--- config.mk ---
export PLATFORM = sky130hd
export DESIGN_NAME = lane
export DESIGN_NICKNAME = d
export VERILOG_FILES = /design/src/lane_cfg_pkg.sv /design/src/lane_insn_pkg.sv /design/src/lane.sv /design/src/lane_alu.sv /design/src/vector_regfile.sv /design/src/operand_requester.sv /design/src/lane_sequencer.sv
export SDC_FILE = /design/constraint.sdc
export NUM_CORES = 2
export LEC_CHECK = 0
export ABC_AREA = 1
export BUFFER_PORTS_ARGS = -buffer_cell sky130_fd_sc_hd__buf_2
export CORE_UTILIZATION = 45
export DETAILED_ROUTE_END_ITERATION = 7
export HOLD_SLACK_MARGIN = 0.08
export PLACE_DENSITY_LB_ADDON = 0.3
export SLEW_MARGIN = 15
export SYNTH_ARGS = -nofsm -noshare
export SYNTH_HDL_FRONTEND = slang
export SYNTH_HIERARCHICAL = 1
export SYNTH_SLANG_ARGS = --single-unit
--- constraint.sdc ---
create_clock -name clk_i -period 9.4 [get_ports clk_i]
set_clock_uncertainty 0.05 [all_clocks]
set_input_delay 0.94 -clock clk_i [delete_from_list [all_inputs] [get_ports clk_i]]
set_output_delay 0.94 -clock clk_i [all_outputs]
set_load 0.02 [all_outputs]
--- src/lane_cfg_pkg.sv ---
// Fixed shape of one vector lane: element width, register count and VRF banking.
// Also holds the register-to-bank mapping used by the operand requester.

package lane_cfg_pkg;

  localparam int unsigned ElemWidth = 32;
  localparam int unsigned NrVRegs   = 8;
  // Elements of one register held by this lane
  localparam int unsigned NrElems   = 8;
  localparam int unsigned NrBanks   = 2;
  localparam int unsigned BankDepth = NrVRegs * NrElems / NrBanks;

  typedef logic [ElemWidth-1:0]         elem_t;
  typedef logic [$clog2(NrVRegs)-1:0]   vreg_t;
  typedef logic [$clog2(NrElems)-1:0]   eidx_t;
  // Vector length, 0 up to NrElems inclusive
  typedef logic [$clog2(NrElems+1)-1:0] vlen_t;
  typedef logic [$clog2(NrBanks)-1:0]   bank_t;
  typedef logic [$clog2(BankDepth)-1:0] baddr_t;

  // Low bit of vreg + eidx, so neighbouring elements alternate banks
  function automatic bank_t bank_of(vreg_t vreg, eidx_t eidx);
    return bank_t'(vreg[0] ^ eidx[0]);
  endfunction

  // vreg * 4 + eidx / 2
  function automatic baddr_t baddr_of(vreg_t vreg, eidx_t eidx);
    return {vreg, eidx[2:1]};
  endfunction

endpackage
--- src/lane_insn_pkg.sv ---
// Instruction encodings of the lane and the structs that move between its units.
// Request from the issue side, VRF writes, and per-element operations.

package lane_insn_pkg;

  ////////////////////
  // Opcodes
  ////////////////////

  typedef enum logic [2:0] {
    OP_ADD   = 3'd0,
    OP_SUB   = 3'd1,
    OP_AND   = 3'd2,
    OP_OR    = 3'd3,
    OP_XOR   = 3'd4,
    OP_STORE = 3'd5
  } lane_op_e;

  ////////////////////
  // Structs
  ////////////////////

  // One vector instruction; a store streams out vs1
  typedef struct packed {
    lane_op_e            op;
    lane_cfg_pkg::vreg_t vd;
    lane_cfg_pkg::vreg_t vs1;
    lane_cfg_pkg::vreg_t vs2;
    lane_cfg_pkg::vlen_t vl;
  } lane_req_t;

  // Element write into the VRF, from the load unit or the ALU
  typedef struct packed {
    lane_cfg_pkg::vreg_t vreg;
    lane_cfg_pkg::eidx_t eidx;
    lane_cfg_pkg::elem_t data;
  } vrf_wr_t;

  // Work on one element, carried from the sequencer to the ALU
  typedef struct packed {
    lane_op_e            op;
    lane_cfg_pkg::vreg_t vd;
    lane_cfg_pkg::eidx_t eidx;
  } elem_op_t;

endpackage

--- src/lane.sv ---
// Top level of one vector lane: sequencer, operand requester, banked VRF and ALU.
// Takes instructions and load writes, emits the store stream.

`timescale 1ns/10ps

module lane (
  input  logic                     clk_i,
  input  logic                     rst_ni,
  input  lane_insn_pkg::lane_req_t req_i,
  input  logic                     req_valid_i,
  input  lane_insn_pkg::vrf_wr_t   ldu_wr_i,
  input  logic                     ldu_wr_valid_i,
  output logic                     busy_o,
  output logic                     done_o,
  output lane_cfg_pkg::elem_t      stu_data_o,
  output lane_cfg_pkg::eidx_t      stu_eidx_o,
  output logic                     stu_valid_o
);

  import lane_cfg_pkg::*;
  import lane_insn_pkg::*;

  // Sequencer to requester
  elem_op_t elem;
  logic     elem_valid, issue, retire;
  vreg_t    vs1, vs2;
  // Requester to VRF
  logic   [NrBanks-1:0] bank_req, bank_we;
  baddr_t [NrBanks-1:0] bank_addr;
  elem_t  [NrBanks-1:0] bank_wdata, rdata;
  // ALU path
  elem_op_t op;
  logic     op_valid, wb_valid;
  elem_t    opa, opb;
  vrf_wr_t  wb;

  lane_sequencer i_sequencer (
    .clk_i       (clk_i),
    .rst_ni      (rst_ni),
    .req_i       (req_i),
    .req_valid_i (req_valid_i),
    .issue_i     (issue),
    .retire_i    (retire),
    .elem_o      (elem),
    .elem_valid_o(elem_valid),
    .vs1_o       (vs1),
    .vs2_o       (vs2),
    .busy_o      (busy_o),
    .done_o      (done_o)
  );

  operand_requester i_requester (
    .clk_i         (clk_i),
    .rst_ni        (rst_ni),
    .elem_i        (elem),
    .elem_valid_i  (elem_valid),
    .vs1_i         (vs1),
    .vs2_i         (vs2),
    .ldu_wr_i      (ldu_wr_i),
    .ldu_wr_valid_i(ldu_wr_valid_i),
    .wb_i          (wb),
    .wb_valid_i    (wb_valid),
    .rdata_i       (rdata),
    .bank_req_o    (bank_req),
    .bank_we_o     (bank_we),
    .bank_addr_o   (bank_addr),
    .bank_wdata_o  (bank_wdata),
    .issue_o       (issue),
    .retire_o      (retire),
    .op_o          (op),
    .op_valid_o    (op_valid),
    .opa_o         (opa),
    .opb_o         (opb),
    .stu_data_o    (stu_data_o),
    .stu_eidx_o    (stu_eidx_o),
    .stu_valid_o   (stu_valid_o)
  );

  vector_regfile i_vrf (
    .clk_i       (clk_i),
    .rst_ni      (rst_ni),
    .bank_req_i  (bank_req),
    .bank_we_i   (bank_we),
    .bank_addr_i (bank_addr),
    .bank_wdata_i(bank_wdata),
    .rdata_o     (rdata)
  );

  lane_alu i_alu (
    .clk_i     (clk_i),
    .rst_ni    (rst_ni),
    .op_i      (op),
    .op_valid_i(op_valid),
    .opa_i     (opa),
    .opb_i     (opb),
    .wb_o      (wb),
    .wb_valid_o(wb_valid)
  );

endmodule

--- src/lane_alu.sv ---
// Element-wise integer ALU of the lane. One result per cycle, registered,
// handed back to the operand requester as a VRF write.

`timescale 1ns/10ps

module lane_alu (
  input  logic                    clk_i,
  input  logic                    rst_ni,
  input  lane_insn_pkg::elem_op_t op_i,
  input  logic                    op_valid_i,
  input  lane_cfg_pkg::elem_t     opa_i,
  input  lane_cfg_pkg::elem_t     opb_i,
  output lane_insn_pkg::vrf_wr_t  wb_o,
  output logic                    wb_valid_o
);

  import lane_cfg_pkg::*;
  import lane_insn_pkg::*;

  elem_t   result;
  vrf_wr_t wb_q;
  logic    wb_valid_q;

  ////////////////////
  // Datapath
  ////////////////////

  always_comb begin
    case (op_i.op)
      OP_ADD:  result = opa_i + opb_i;
      OP_SUB:  result = opa_i - opb_i;
      OP_AND:  result = opa_i & opb_i;
      OP_OR:   result = opa_i | opb_i;
      OP_XOR:  result = opa_i ^ opb_i;
      // Stores bypass the ALU
      default: result = '0;
    endcase
  end

  ////////////////////
  // Result register
  ////////////////////

  always_ff @(posedge clk_i or negedge rst_ni) begin
    if (!rst_ni) begin
      wb_valid_q <= 1'b0;
    end else begin
      wb_valid_q <= op_valid_i;
    end
  end

  always_ff @(posedge clk_i) begin
    if (op_valid_i) begin
      wb_q.vreg <= op_i.vd;
      wb_q.eidx <= op_i.eidx;
      wb_q.data <= result;
    end
  end

  assign wb_o       = wb_q;
  assign wb_valid_o = wb_valid_q;

endmodule

--- src/vector_regfile.sv ---
// Banked vector register file of the lane. One access per bank and cycle,
// read data comes back registered on the following cycle.

`timescale 1ns/10ps

module vector_regfile (
  input  logic                                             clk_i,
  input  logic                                             rst_ni,
  input  logic [lane_cfg_pkg::NrBanks-1:0]                 bank_req_i,
  input  logic [lane_cfg_pkg::NrBanks-1:0]                 bank_we_i,
  input  lane_cfg_pkg::baddr_t [lane_cfg_pkg::NrBanks-1:0] bank_addr_i,
  input  lane_cfg_pkg::elem_t [lane_cfg_pkg::NrBanks-1:0]  bank_wdata_i,
  output lane_cfg_pkg::elem_t [lane_cfg_pkg::NrBanks-1:0]  rdata_o
);

  import lane_cfg_pkg::*;

  elem_t mem_q [NrBanks][BankDepth];
  elem_t [NrBanks-1:0] rdata_q;

  for (genvar b = 0; b < NrBanks; b++) begin : gen_bank
    // Storage
    always_ff @(posedge clk_i) begin
      if (bank_req_i[b] && bank_we_i[b]) begin
        mem_q[b][bank_addr_i[b]] <= bank_wdata_i[b];
      end
    end

    // Read port, holds its value until the next read
    always_ff @(posedge clk_i or negedge rst_ni) begin
      if (!rst_ni) begin
        rdata_q[b] <= '0;
      end else if (bank_req_i[b] && !bank_we_i[b]) begin
        rdata_q[b] <= mem_q[b][bank_addr_i[b]];
      end
    end
  end

  assign rdata_o = rdata_q;

endmodule

--- src/operand_requester.sv ---
// Operand requester. Shares the VRF banks between load writes, ALU writeback and
// operand reads, in that priority, and feeds the ALU and the store stream.

`timescale 1ns/10ps

module operand_requester (
  input  logic                                          clk_i,
  input  logic                                          rst_ni,
  input  lane_insn_pkg::elem_op_t                       elem_i,
  input  logic                                          elem_valid_i,
  input  lane_cfg_pkg::vreg_t                           vs1_i,
  input  lane_cfg_pkg::vreg_t                           vs2_i,
  input  lane_insn_pkg::vrf_wr_t                        ldu_wr_i,
  input  logic                                          ldu_wr_valid_i,
  input  lane_insn_pkg::vrf_wr_t                        wb_i,
  input  logic                                          wb_valid_i,
  input  lane_cfg_pkg::elem_t [lane_cfg_pkg::NrBanks-1:0]  rdata_i,
  output logic [lane_cfg_pkg::NrBanks-1:0]              bank_req_o,
  output logic [lane_cfg_pkg::NrBanks-1:0]              bank_we_o,
  output lane_cfg_pkg::baddr_t [lane_cfg_pkg::NrBanks-1:0] bank_addr_o,
  output lane_cfg_pkg::elem_t [lane_cfg_pkg::NrBanks-1:0]  bank_wdata_o,
  output logic                                          issue_o,
  output logic                                          retire_o,
  output lane_insn_pkg::elem_op_t                       op_o,
  output logic                                          op_valid_o,
  output lane_cfg_pkg::elem_t                           opa_o,
  output lane_cfg_pkg::elem_t                           opb_o,
  output lane_cfg_pkg::elem_t                           stu_data_o,
  output lane_cfg_pkg::eidx_t                           stu_eidx_o,
  output logic                                          stu_valid_o
);

  import lane_cfg_pkg::*;
  import lane_insn_pkg::*;

  logic [NrBanks-1:0] ld_claim, wb_claim, rd_claim, bank_busy;
  baddr_t [NrBanks-1:0] rd_addr;
  bank_t   ld_bank, wb_in_bank, wbuf_bank, wb_wr_bank, bank_a, bank_b;
  vrf_wr_t wbuf_q, wb_wr;
  logic    wbuf_valid_q, wbuf_valid_d, wbuf_load, wb_wr_valid;
  logic    reads_en, is_store, same_bank, rd_first;
  // Read stage, one cycle behind the bank requests
  elem_op_t rd_op_q;
  logic     rd_valid_q, rd_split_q, a_pend_q, phase_q;
  bank_t    rd_bank_a_q, rd_bank_b_q;
  elem_t    opa_hold_q;

  assign ld_bank    = bank_of(ldu_wr_i.vreg, ldu_wr_i.eidx);
  assign wb_in_bank = bank_of(wb_i.vreg, wb_i.eidx);
  assign wbuf_bank  = bank_of(wbuf_q.vreg, wbuf_q.eidx);
  assign wb_wr_bank = bank_of(wb_wr.vreg, wb_wr.eidx);
  assign bank_a     = bank_of(vs1_i, elem_i.eidx);
  assign bank_b     = bank_of(vs2_i, elem_i.eidx);
  assign is_store   = elem_i.op == OP_STORE;
  assign same_bank  = bank_a == bank_b;

  ////////////////////
  // Writeback buffer
  ////////////////////

  always_comb begin
    wb_wr_valid  = 1'b0;
    wb_wr        = wbuf_q;
    wbuf_valid_d = wbuf_valid_q;
    wbuf_load    = 1'b0;
    if (wbuf_valid_q) begin
      if (!ld_claim[wbuf_bank]) begin
        // Drain oldest first, a new result takes its place
        wb_wr_valid  = 1'b1;
        wbuf_valid_d = wb_valid_i;
        wbuf_load    = wb_valid_i;
      end else if (wb_valid_i) begin
        // Next element of the same vd sits in the other bank, which the load left free
        wb_wr_valid = 1'b1;
        wb_wr       = wb_i;
      end
    end else if (wb_valid_i) begin
      if (!ld_claim[wb_in_bank]) begin
        wb_wr_valid = 1'b1;
        wb_wr       = wb_i;
      end else begin
        wbuf_valid_d = 1'b1;
        wbuf_load    = 1'b1;
      end
    end
  end

  // Reads pause while a result waits, so at most one more can arrive
  assign reads_en = !wbuf_valid_q && !wbuf_valid_d;

  ////////////////////
  // Bank arbitration
  ////////////////////

  always_comb begin
    for (int b = 0; b < NrBanks; b++) begin
      ld_claim[b]  = ldu_wr_valid_i && (ld_bank == bank_t'(b));
      wb_claim[b]  = wb_wr_valid && (wb_wr_bank == bank_t'(b));
      bank_busy[b] = ld_claim[b] | wb_claim[b];
    end
  end

  // Operand reads take whatever the writes leave
  always_comb begin
    rd_claim = '0;
    rd_addr  = '0;
    rd_first = 1'b0;
    issue_o  = 1'b0;
    if (elem_valid_i && reads_en) begin
      if (is_store) begin
        if (!bank_busy[bank_a]) begin
          rd_claim[bank_a] = 1'b1;
          rd_addr[bank_a]  = baddr_of(vs1_i, elem_i.eidx);
          issue_o          = 1'b1;
        end
      end else if (!same_bank) begin
        if (!bank_busy[bank_a] && !bank_busy[bank_b]) begin
          rd_claim[bank_a] = 1'b1;
          rd_claim[bank_b] = 1'b1;
          rd_addr[bank_a]  = baddr_of(vs1_i, elem_i.eidx);
          rd_addr[bank_b]  = baddr_of(vs2_i, elem_i.eidx);
          issue_o          = 1'b1;
        end
      end else if (!bank_busy[bank_a]) begin
        // Same bank, vs1 first and vs2 on a later cycle
        rd_claim[bank_a] = 1'b1;
        if (phase_q) begin
          rd_addr[bank_a] = baddr_of(vs2_i, elem_i.eidx);
          issue_o         = 1'b1;
        end else begin
          rd_addr[bank_a] = baddr_of(vs1_i, elem_i.eidx);
          rd_first        = 1'b1;
        end
      end
    end
  end

  always_comb begin
    for (int b = 0; b < NrBanks; b++) begin
      bank_req_o[b]   = ld_claim[b] | wb_claim[b] | rd_claim[b];
      bank_we_o[b]    = ld_claim[b] | wb_claim[b];
      bank_addr_o[b]  = rd_addr[b];
      bank_wdata_o[b] = wb_wr.data;
      if (ld_claim[b]) begin
        bank_addr_o[b]  = baddr_of(ldu_wr_i.vreg, ldu_wr_i.eidx);
        bank_wdata_o[b] = ldu_wr_i.data;
      end else if (wb_claim[b]) begin
        bank_addr_o[b] = baddr_of(wb_wr.vreg, wb_wr.eidx);
      end
    end
  end

  ////////////////////
  // Read stage
  ////////////////////

  always_ff @(posedge clk_i or negedge rst_ni) begin
    if (!rst_ni) begin
      wbuf_valid_q <= 1'b0;
      rd_valid_q   <= 1'b0;
      a_pend_q     <= 1'b0;
      phase_q      <= 1'b0;
    end else begin
      wbuf_valid_q <= wbuf_valid_d;
      rd_valid_q   <= issue_o;
      a_pend_q     <= rd_first;
      if (rd_first) begin
        phase_q <= 1'b1;
      end else if (issue_o) begin
        phase_q <= 1'b0;
      end
    end
  end

  always_ff @(posedge clk_i) begin
    if (wbuf_load) begin
      wbuf_q <= wb_i;
    end
    if (issue_o || rd_first) begin
      rd_bank_a_q <= bank_a;
      rd_bank_b_q <= bank_b;
    end
    if (issue_o) begin
      rd_op_q    <= elem_i;
      rd_split_q <= !is_store && same_bank;
    end
    // First operand of a same-bank pair
    if (a_pend_q) begin
      opa_hold_q <= rdata_i[rd_bank_a_q];
    end
  end

  assign op_o        = rd_op_q;
  assign op_valid_o  = rd_valid_q && (rd_op_q.op != OP_STORE);
  assign opa_o       = rd_split_q ? opa_hold_q : rdata_i[rd_bank_a_q];
  assign opb_o       = rdata_i[rd_bank_b_q];
  assign stu_data_o  = rdata_i[rd_bank_a_q];
  assign stu_eidx_o  = rd_op_q.eidx;
  assign stu_valid_o = rd_valid_q && (rd_op_q.op == OP_STORE);
  // Never both in one cycle, one instruction runs at a time
  assign retire_o    = wb_wr_valid || stu_valid_o;

endmodule

--- src/lane_sequencer.sv ---
// Lane sequencer. Accepts one instruction, hands its elements to the operand
// requester in ascending order and counts retirements until the instruction is done.

`timescale 1ns/10ps

module lane_sequencer (
  input  logic                         clk_i,
  input  logic                         rst_ni,
  input  lane_insn_pkg::lane_req_t     req_i,
  input  logic                         req_valid_i,
  input  logic                         issue_i,
  input  logic                         retire_i,
  output lane_insn_pkg::elem_op_t      elem_o,
  output logic                         elem_valid_o,
  output lane_cfg_pkg::vreg_t          vs1_o,
  output lane_cfg_pkg::vreg_t          vs2_o,
  output logic                         busy_o,
  output logic                         done_o
);

  import lane_cfg_pkg::*;
  import lane_insn_pkg::*;

  typedef enum logic [1:0] {
    IDLE,
    ISSUE,
    DRAIN
  } seq_state_e;

  seq_state_e state_q, state_d;
  lane_req_t  req_q;
  eidx_t      eidx_q;
  vlen_t      retire_cnt_q;
  logic       last_elem;
  logic       all_retired;

  assign last_elem   = vlen_t'(eidx_q) == req_q.vl - vlen_t'(1);
  assign all_retired = retire_cnt_q == req_q.vl;

  ////////////////////
  // FSM
  ////////////////////

  always_comb begin
    state_d = state_q;
    case (state_q)
      IDLE: begin
        if (req_valid_i) begin
          // Nothing to issue for an empty vector
          state_d = (req_i.vl == '0) ? DRAIN : ISSUE;
        end
      end
      ISSUE: begin
        if (issue_i && last_elem) begin
          state_d = DRAIN;
        end
      end
      DRAIN: begin
        if (all_retired) begin
          state_d = IDLE;
        end
      end
      default: state_d = IDLE;
    endcase
  end

  always_ff @(posedge clk_i or negedge rst_ni) begin
    if (!rst_ni) begin
      state_q      <= IDLE;
      eidx_q       <= '0;
      retire_cnt_q <= '0;
    end else begin
      state_q <= state_d;
      if (state_q == IDLE && req_valid_i) begin
        eidx_q       <= '0;
        retire_cnt_q <= '0;
      end else begin
        if (issue_i) begin
          eidx_q <= eidx_q + eidx_t'(1);
        end
        if (retire_i) begin
          retire_cnt_q <= retire_cnt_q + vlen_t'(1);
        end
      end
    end
  end

  // Instruction register
  always_ff @(posedge clk_i) begin
    if (state_q == IDLE && req_valid_i) begin
      req_q <= req_i;
    end
  end

  ////////////////////
  // Outputs
  ////////////////////

  assign elem_o       = '{op: req_q.op, vd: req_q.vd, eidx: eidx_q};
  assign elem_valid_o = state_q == ISSUE;
  assign vs1_o        = req_q.vs1;
  assign vs2_o        = req_q.vs2;
  assign busy_o       = state_q != IDLE;
  assign done_o       = (state_q == DRAIN) && all_retired;

endmodule

Yosys cells after proc, flatten, opt, wreduce, memory -nomap -nowiden --
Memory sizes are Yosys's and may differ from the RTL's. Index checks and enable logic that the tools add are counted.
Operators by class: magnitude comparators 12, equal/unequal tests 15, multiplexer cells 94, bitwise operators 20, reduce and logical (&&, ||, !) cells 38, add/subtract/negate cells 5
Operators by type and width (count):
- 2-to-1 mux 1024 bit | 2
- 2-to-1 mux 32 bit | 13
- binary-select mux 32 bit (select 5 bit) | 2
- demux 32 bit (select 5 bit) | 2
- 2-to-1 mux 38 bit | 5
- case mux 32 bit (5 select lines) | 1
- 2-to-1 mux 10 bit | 7
- 2-to-1 mux 1 bit | 37
- adder 32 bit | 1
- AND 32 bit | 1
- bitwise OR 32 bit | 1
- subtractor 32 bit | 1
- bitwise XOR 32 bit | 1
- 2-to-1 mux 5 bit | 6
- logical AND 1 bit | 21
- AND 10 bit | 2
- 2-to-1 mux 2 bit | 9
- greater-or-equal comparator 6 bit, second input constant | 2
- less-than comparator 1 x 2 -> 1 bit, second input constant | 6
- less-than comparator 6 x 1 -> 1 bit, second input constant | 2
- inverter 5 -> 6 bit | 2
- bitwise mux 10 bit | 1
- demux 5 bit (select 1 bit) | 2
- == test 3 bit, second input constant | 3
- other kinds (29) | 54
Storage, ports and cells: output and inout port bits 38, bits in writable memories 2048, memories kept 1, input bits 58, word-level logic and storage cells 213, bits in registers 214
Memories:
- i_vrf.mem_q | depth 2, width 1024, rd ports 2, clocked after Yosys merged registers in 0, write ports 2, RTL line vector_regfile.sv:18 | elem_t mem_q [NrBanks][BankDepth];

Logic depth before layout (Yosys ltp) --
word-level depth 28, mapped depth 34, mapped depth without buffers 31

Modules after synthesis --
The synthesis kept the hierarchy.
By module, submodules not included:
- vector_regfile | times used 1, sequential area each 63100.5 um^2, area each 86972.2 um^2, cells an instance 8176
- operand_requester | times used 1, sequential area each 2562.5 um^2, area each 6775.2 um^2, cells an instance 986
- lane_alu | times used 1, sequential area each 1166.1 um^2, area each 6231.0 um^2, cells an instance 966
- lane_sequencer | times used 1, sequential area each 705.7 um^2, area each 1224.9 um^2, cells an instance 126

Worst setup path after synthesis --
No wires, ideal clock.
path kind input-to-reg, start in ldu_wr_i[35] in the netlist's numbering, end mem i_vrf/mem_q[0][1152] in the netlist's numbering (enable), path slack 3.899 ns, library setup time 0.421 ns, stages on the path 21, data required time 8.929 ns, path buffers 2, data arrival time 5.030 ns, cells stage by stage inv_2 -> nand2_2 -> nand3_4 -> nand2_2 -> nand2_4 -> buf_2 -> o21ai_1 -> inv_1 -> nand2_2 -> inv_1 -> nand2_1 -> a21oi_1 -> nand2_1 -> nor2_1 -> nand2_1 -> a21oi_1 -> inv_4 -> nor3_4 -> buf_6 -> inv_1 -> nor2_1
RTL lines:
- start: declaration | RTL line lane.sv:11 | input lane_insn_pkg::vrf_wr_t ldu_wr_i,
- end: declaration | RTL line vector_regfile.sv:18

==> reports/metrics.yaml <==
start_kind: "flip-flop"
path_max_fanout: 42
timing.fmax_mhz: 158
num_vias: 72500
cts.path.max_buffers: 3
numCtsBuffers: 227
row_count: 173
cpMostUsedCell: "nand2_1"
synth_fp_nets: 10400
netlist_area_um2: 101000
reg2reg_depth: 24
cts_resized: 0
synth_area_leaders: "edfxtp_1, nand2_1, dfrtp_1"
ys_async_sr_fraction: 0.0345
grtUsageTotal: 0.269
vias_per_cell: 5.40
fin_ws_ns: 3.07
path_class: "reg2reg"
fp.coreArea_um2: 223000
synthDistinctLibCells: 53
grt_pass1_vias: 67800
required_ns: 9.84
die_y_um: 476
die_w_um: 476
drv_slew: 0
cts_tree: "yes"
period_minus_slack_ns: 6.33
whs_ns: 0.186
end_kind: "flip-flop"
grt_pass1_wl_um: 452000
hold_path_startpoint: "req_i[8]"
final.setup.tns_ns: 0
rsz0062_at_grt: "false"
relSlewSlack: 0.155
hold_viol: 0
max_stage_delay_ns: 1.00
drt-initial-drc-count: 8932
grt_max_degree: 223
overflow: 0
worstMarginPinSlew_ns: 1.26
path_buf_inv: 4
yosysTopAreaCell: "edfxtp_1"
crit_arrival_ns: 6.78
wl_met1_um: 131000
whs_path_depth: 1
port_buffers: 95
highest_layer: "met4"
fin_cells: 13400
yosysSeqAreaShare: 0.667
cts.sinks: 2262
final_cell_mix: "nand2_1, edfxtp_1, inv_1, nand3_1, nor2_1"
preCtsSetupSlack_ns: 2.22
clock_latency_ns: 0.91
dieArea_um2: 227000
dr_wl_met2_um: 136000
cts_root_buf: "clkbuf_16"
syn_avg_cell_area_um2: 9.87
ys_seq_elements: 2262
antenna_found_initial: 29
leakage_nw: 46.6
drc_errors: 0
synth_top_area_frac: 0.648
final_common_cell: "nand2_1"
irDropWorstVdd_v: 0.000228
synthCells: 10300
post-dp-hpwl_um: 186000
drt_pass1_iterations: 6
crit_family: "simple AND/OR/NAND/NOR gates"
setup_viol: 0
drt_wl_total_um: 310000
reg2reg_setup_slack_ns: 3.07
synth_flop_cell: "edfxtp_1"
met3_length_um: 30000
ios: 96
total_power_w: 0.0344
drive_above_1_share: 0.0868
synth_warnings: 6
start_util: 0.454
nets: 10400
finalCritPeriodShare: 0.674
r2r_end: "i_vrf/mem_q[0][1730]$_DFFE_PP_"
fillCellCount: 19800
reg2reg_from: "i_alu/wb_o[32]$_DFFE_PP_"
path_cells: "inv_2 -> nand2_1 -> nand2_1 -> nand2_1 -> nand2_4 -> nand2_4 -> nand2_1 -> nand3_1 -> nand2_1 -> nand2_1 -> nand3_4 -> nand2_2 -> nand2_4 -> nand2_4 -> nor2_2 -> nand2_1 -> nand2_1 -> a21oi_1 -> nor2_2 -> inv_2 -> nor3_4 -> buf_4 -> inv_1 -> nor2_4"
placed_cells: 13000
hold_end: "i_sequencer/vs1_o[1]$_DFFE_PP_"
syn_to_final_growth_pct: 11.6
maxCapViolations: 0
route.antenna.remaining_nets: 0
clk_pin_slew_worst_paths_ns: 0.06
pwr_density_cell_nw_per_um2: 304
status: "complete, no violations"
gp_congestion: 0.953
worstHoldPathType: "in2reg"
cts.htree.levels: 4
critical_path.slowest_cell: "nor2_4"
routedWlPerCell_um: 23.1
synth-edff-count: 2184
area by class of cell:
type / count / area (um^2) / share of cell area
repair buffers: 256 / 2100 / 0.0186
clock inverters: 117 / 1110 / 0.00982
multi-input cells: 7080 / 30700 / 0.272
well taps: 2975 / 3720 / 0.0329
inverters: 429 / 1650 / 0.0146
diodes: 9 / 22.5 / 0.000199
flip-flops and latches: 2262 / 67500 / 0.598
clock buffers: 303 / 6130 / 0.0543
how the worst max path moves through the flow:
stage | from | to | slack (ns) | cells past startpoint
finish | i_alu/wb_o[32]$_DFFE_PP_ | i_vrf/mem_q[0][1730]$_DFFE_PP_ | 3.07 | 24
global route | i_alu/wb_o[32]$_DFFE_PP_ | i_vrf/mem_q[0][789]$_DFFE_PP_ | 2.73 | 25
CTS | i_alu/wb_o[32]$_DFFE_PP_ | i_vrf/mem_q[0][792]$_DFFE_PP_ | 3.12 | 25
detailed placement | ldu_wr_i[35] | i_vrf/mem_q[0][785]$_DFFE_PP_ | 2.22 | 25
floorplan | ldu_wr_i[35] | i_vrf/mem_q[0][1152]$_DFFE_PP_ | 3.90 | 21
global placement | ldu_wr_i[35] | i_vrf/mem_q[0][1703]$_DFFE_PP_ | 2.23 | 23
cell families (layout without fill, tap and decap cells):
logic type,after synthesis,after routing,share of synthesized area
compound gates,352,352,0.0211
xor+xnor,33,33,0.00286
fa+ha+maj,102,102,0.0127
buf+inv,912,1105,0.0396
flops,2262,2262,0.667
other cells,0,9,0
simple gates,6593,6593,0.256
power breakdown:
group / internal [W] / total, W / switching, W / leakage, nW
Clock: 0.00499 / 0.00888 / 0.00390 / 3.53
Combinational: 0.00300 / 0.0122 / 0.00921 / 22.4
Sequential: 0.0128 / 0.0133 / 0.000511 / 20.6
synthesized netlist by cell type, types with 8 or more instances:
cell       count
buf_4         19
o2111ai_1      9
nand2_2       38
inv_1        369
dfrtp_1       78
nor2_1       341
a221oi_1      21
xor2_1        30
inv_2         20
o21ai_0      162
clkbuf_1     149
nor3_1        12
nand2_1     5737
nand4_1       15
nand3_1      311
nand3_2        8
or2_2         69
ha_1         101
clkinv_1      34
a21oi_1       80
nor3_4        14
edfxtp_1    2184
buf_1         48
o21ai_1       12
buf_6         27
buf_2        240
nand3b_1      10
nor2_2        13
a32o_1        32
registers in the layout (all words and copies together) (netlist names), 4 cells and up:
name,flops
i_alu/wb_o,38
i_requester/wbuf_q,38
i_requester/op_o,6
i_sequencer/elem_o,6
i_vrf/mem_q,2048
i_vrf/rdata_o,64
i_requester/opa_hold_q,32
i_sequencer/req_q,4
i_sequencer/retire_cnt_q,4
metrics by stage:
stage	utilization	cell area, um^2
2_1_floorplan	-	101000
3_3_place_gp	0.472	105000
3_5_place_dp	0.473	106000
4_1_cts	0.506	113000
5_1_grt	0.507	113000
6_report	0.507	113000
per-layer routing:
layer	vias to the layer above	track usage
met5	-	0
met4	0	0.111
met3	499	0.0485
met2	3345	0.402
met1	35300	0.386
li1	33400	-
repair_timing:
action	CTS	global route
setup buffers	0	0
hold buffers	1	0
endpoints found under the hold margin	25	0
(Power assumes the default switching activity.)
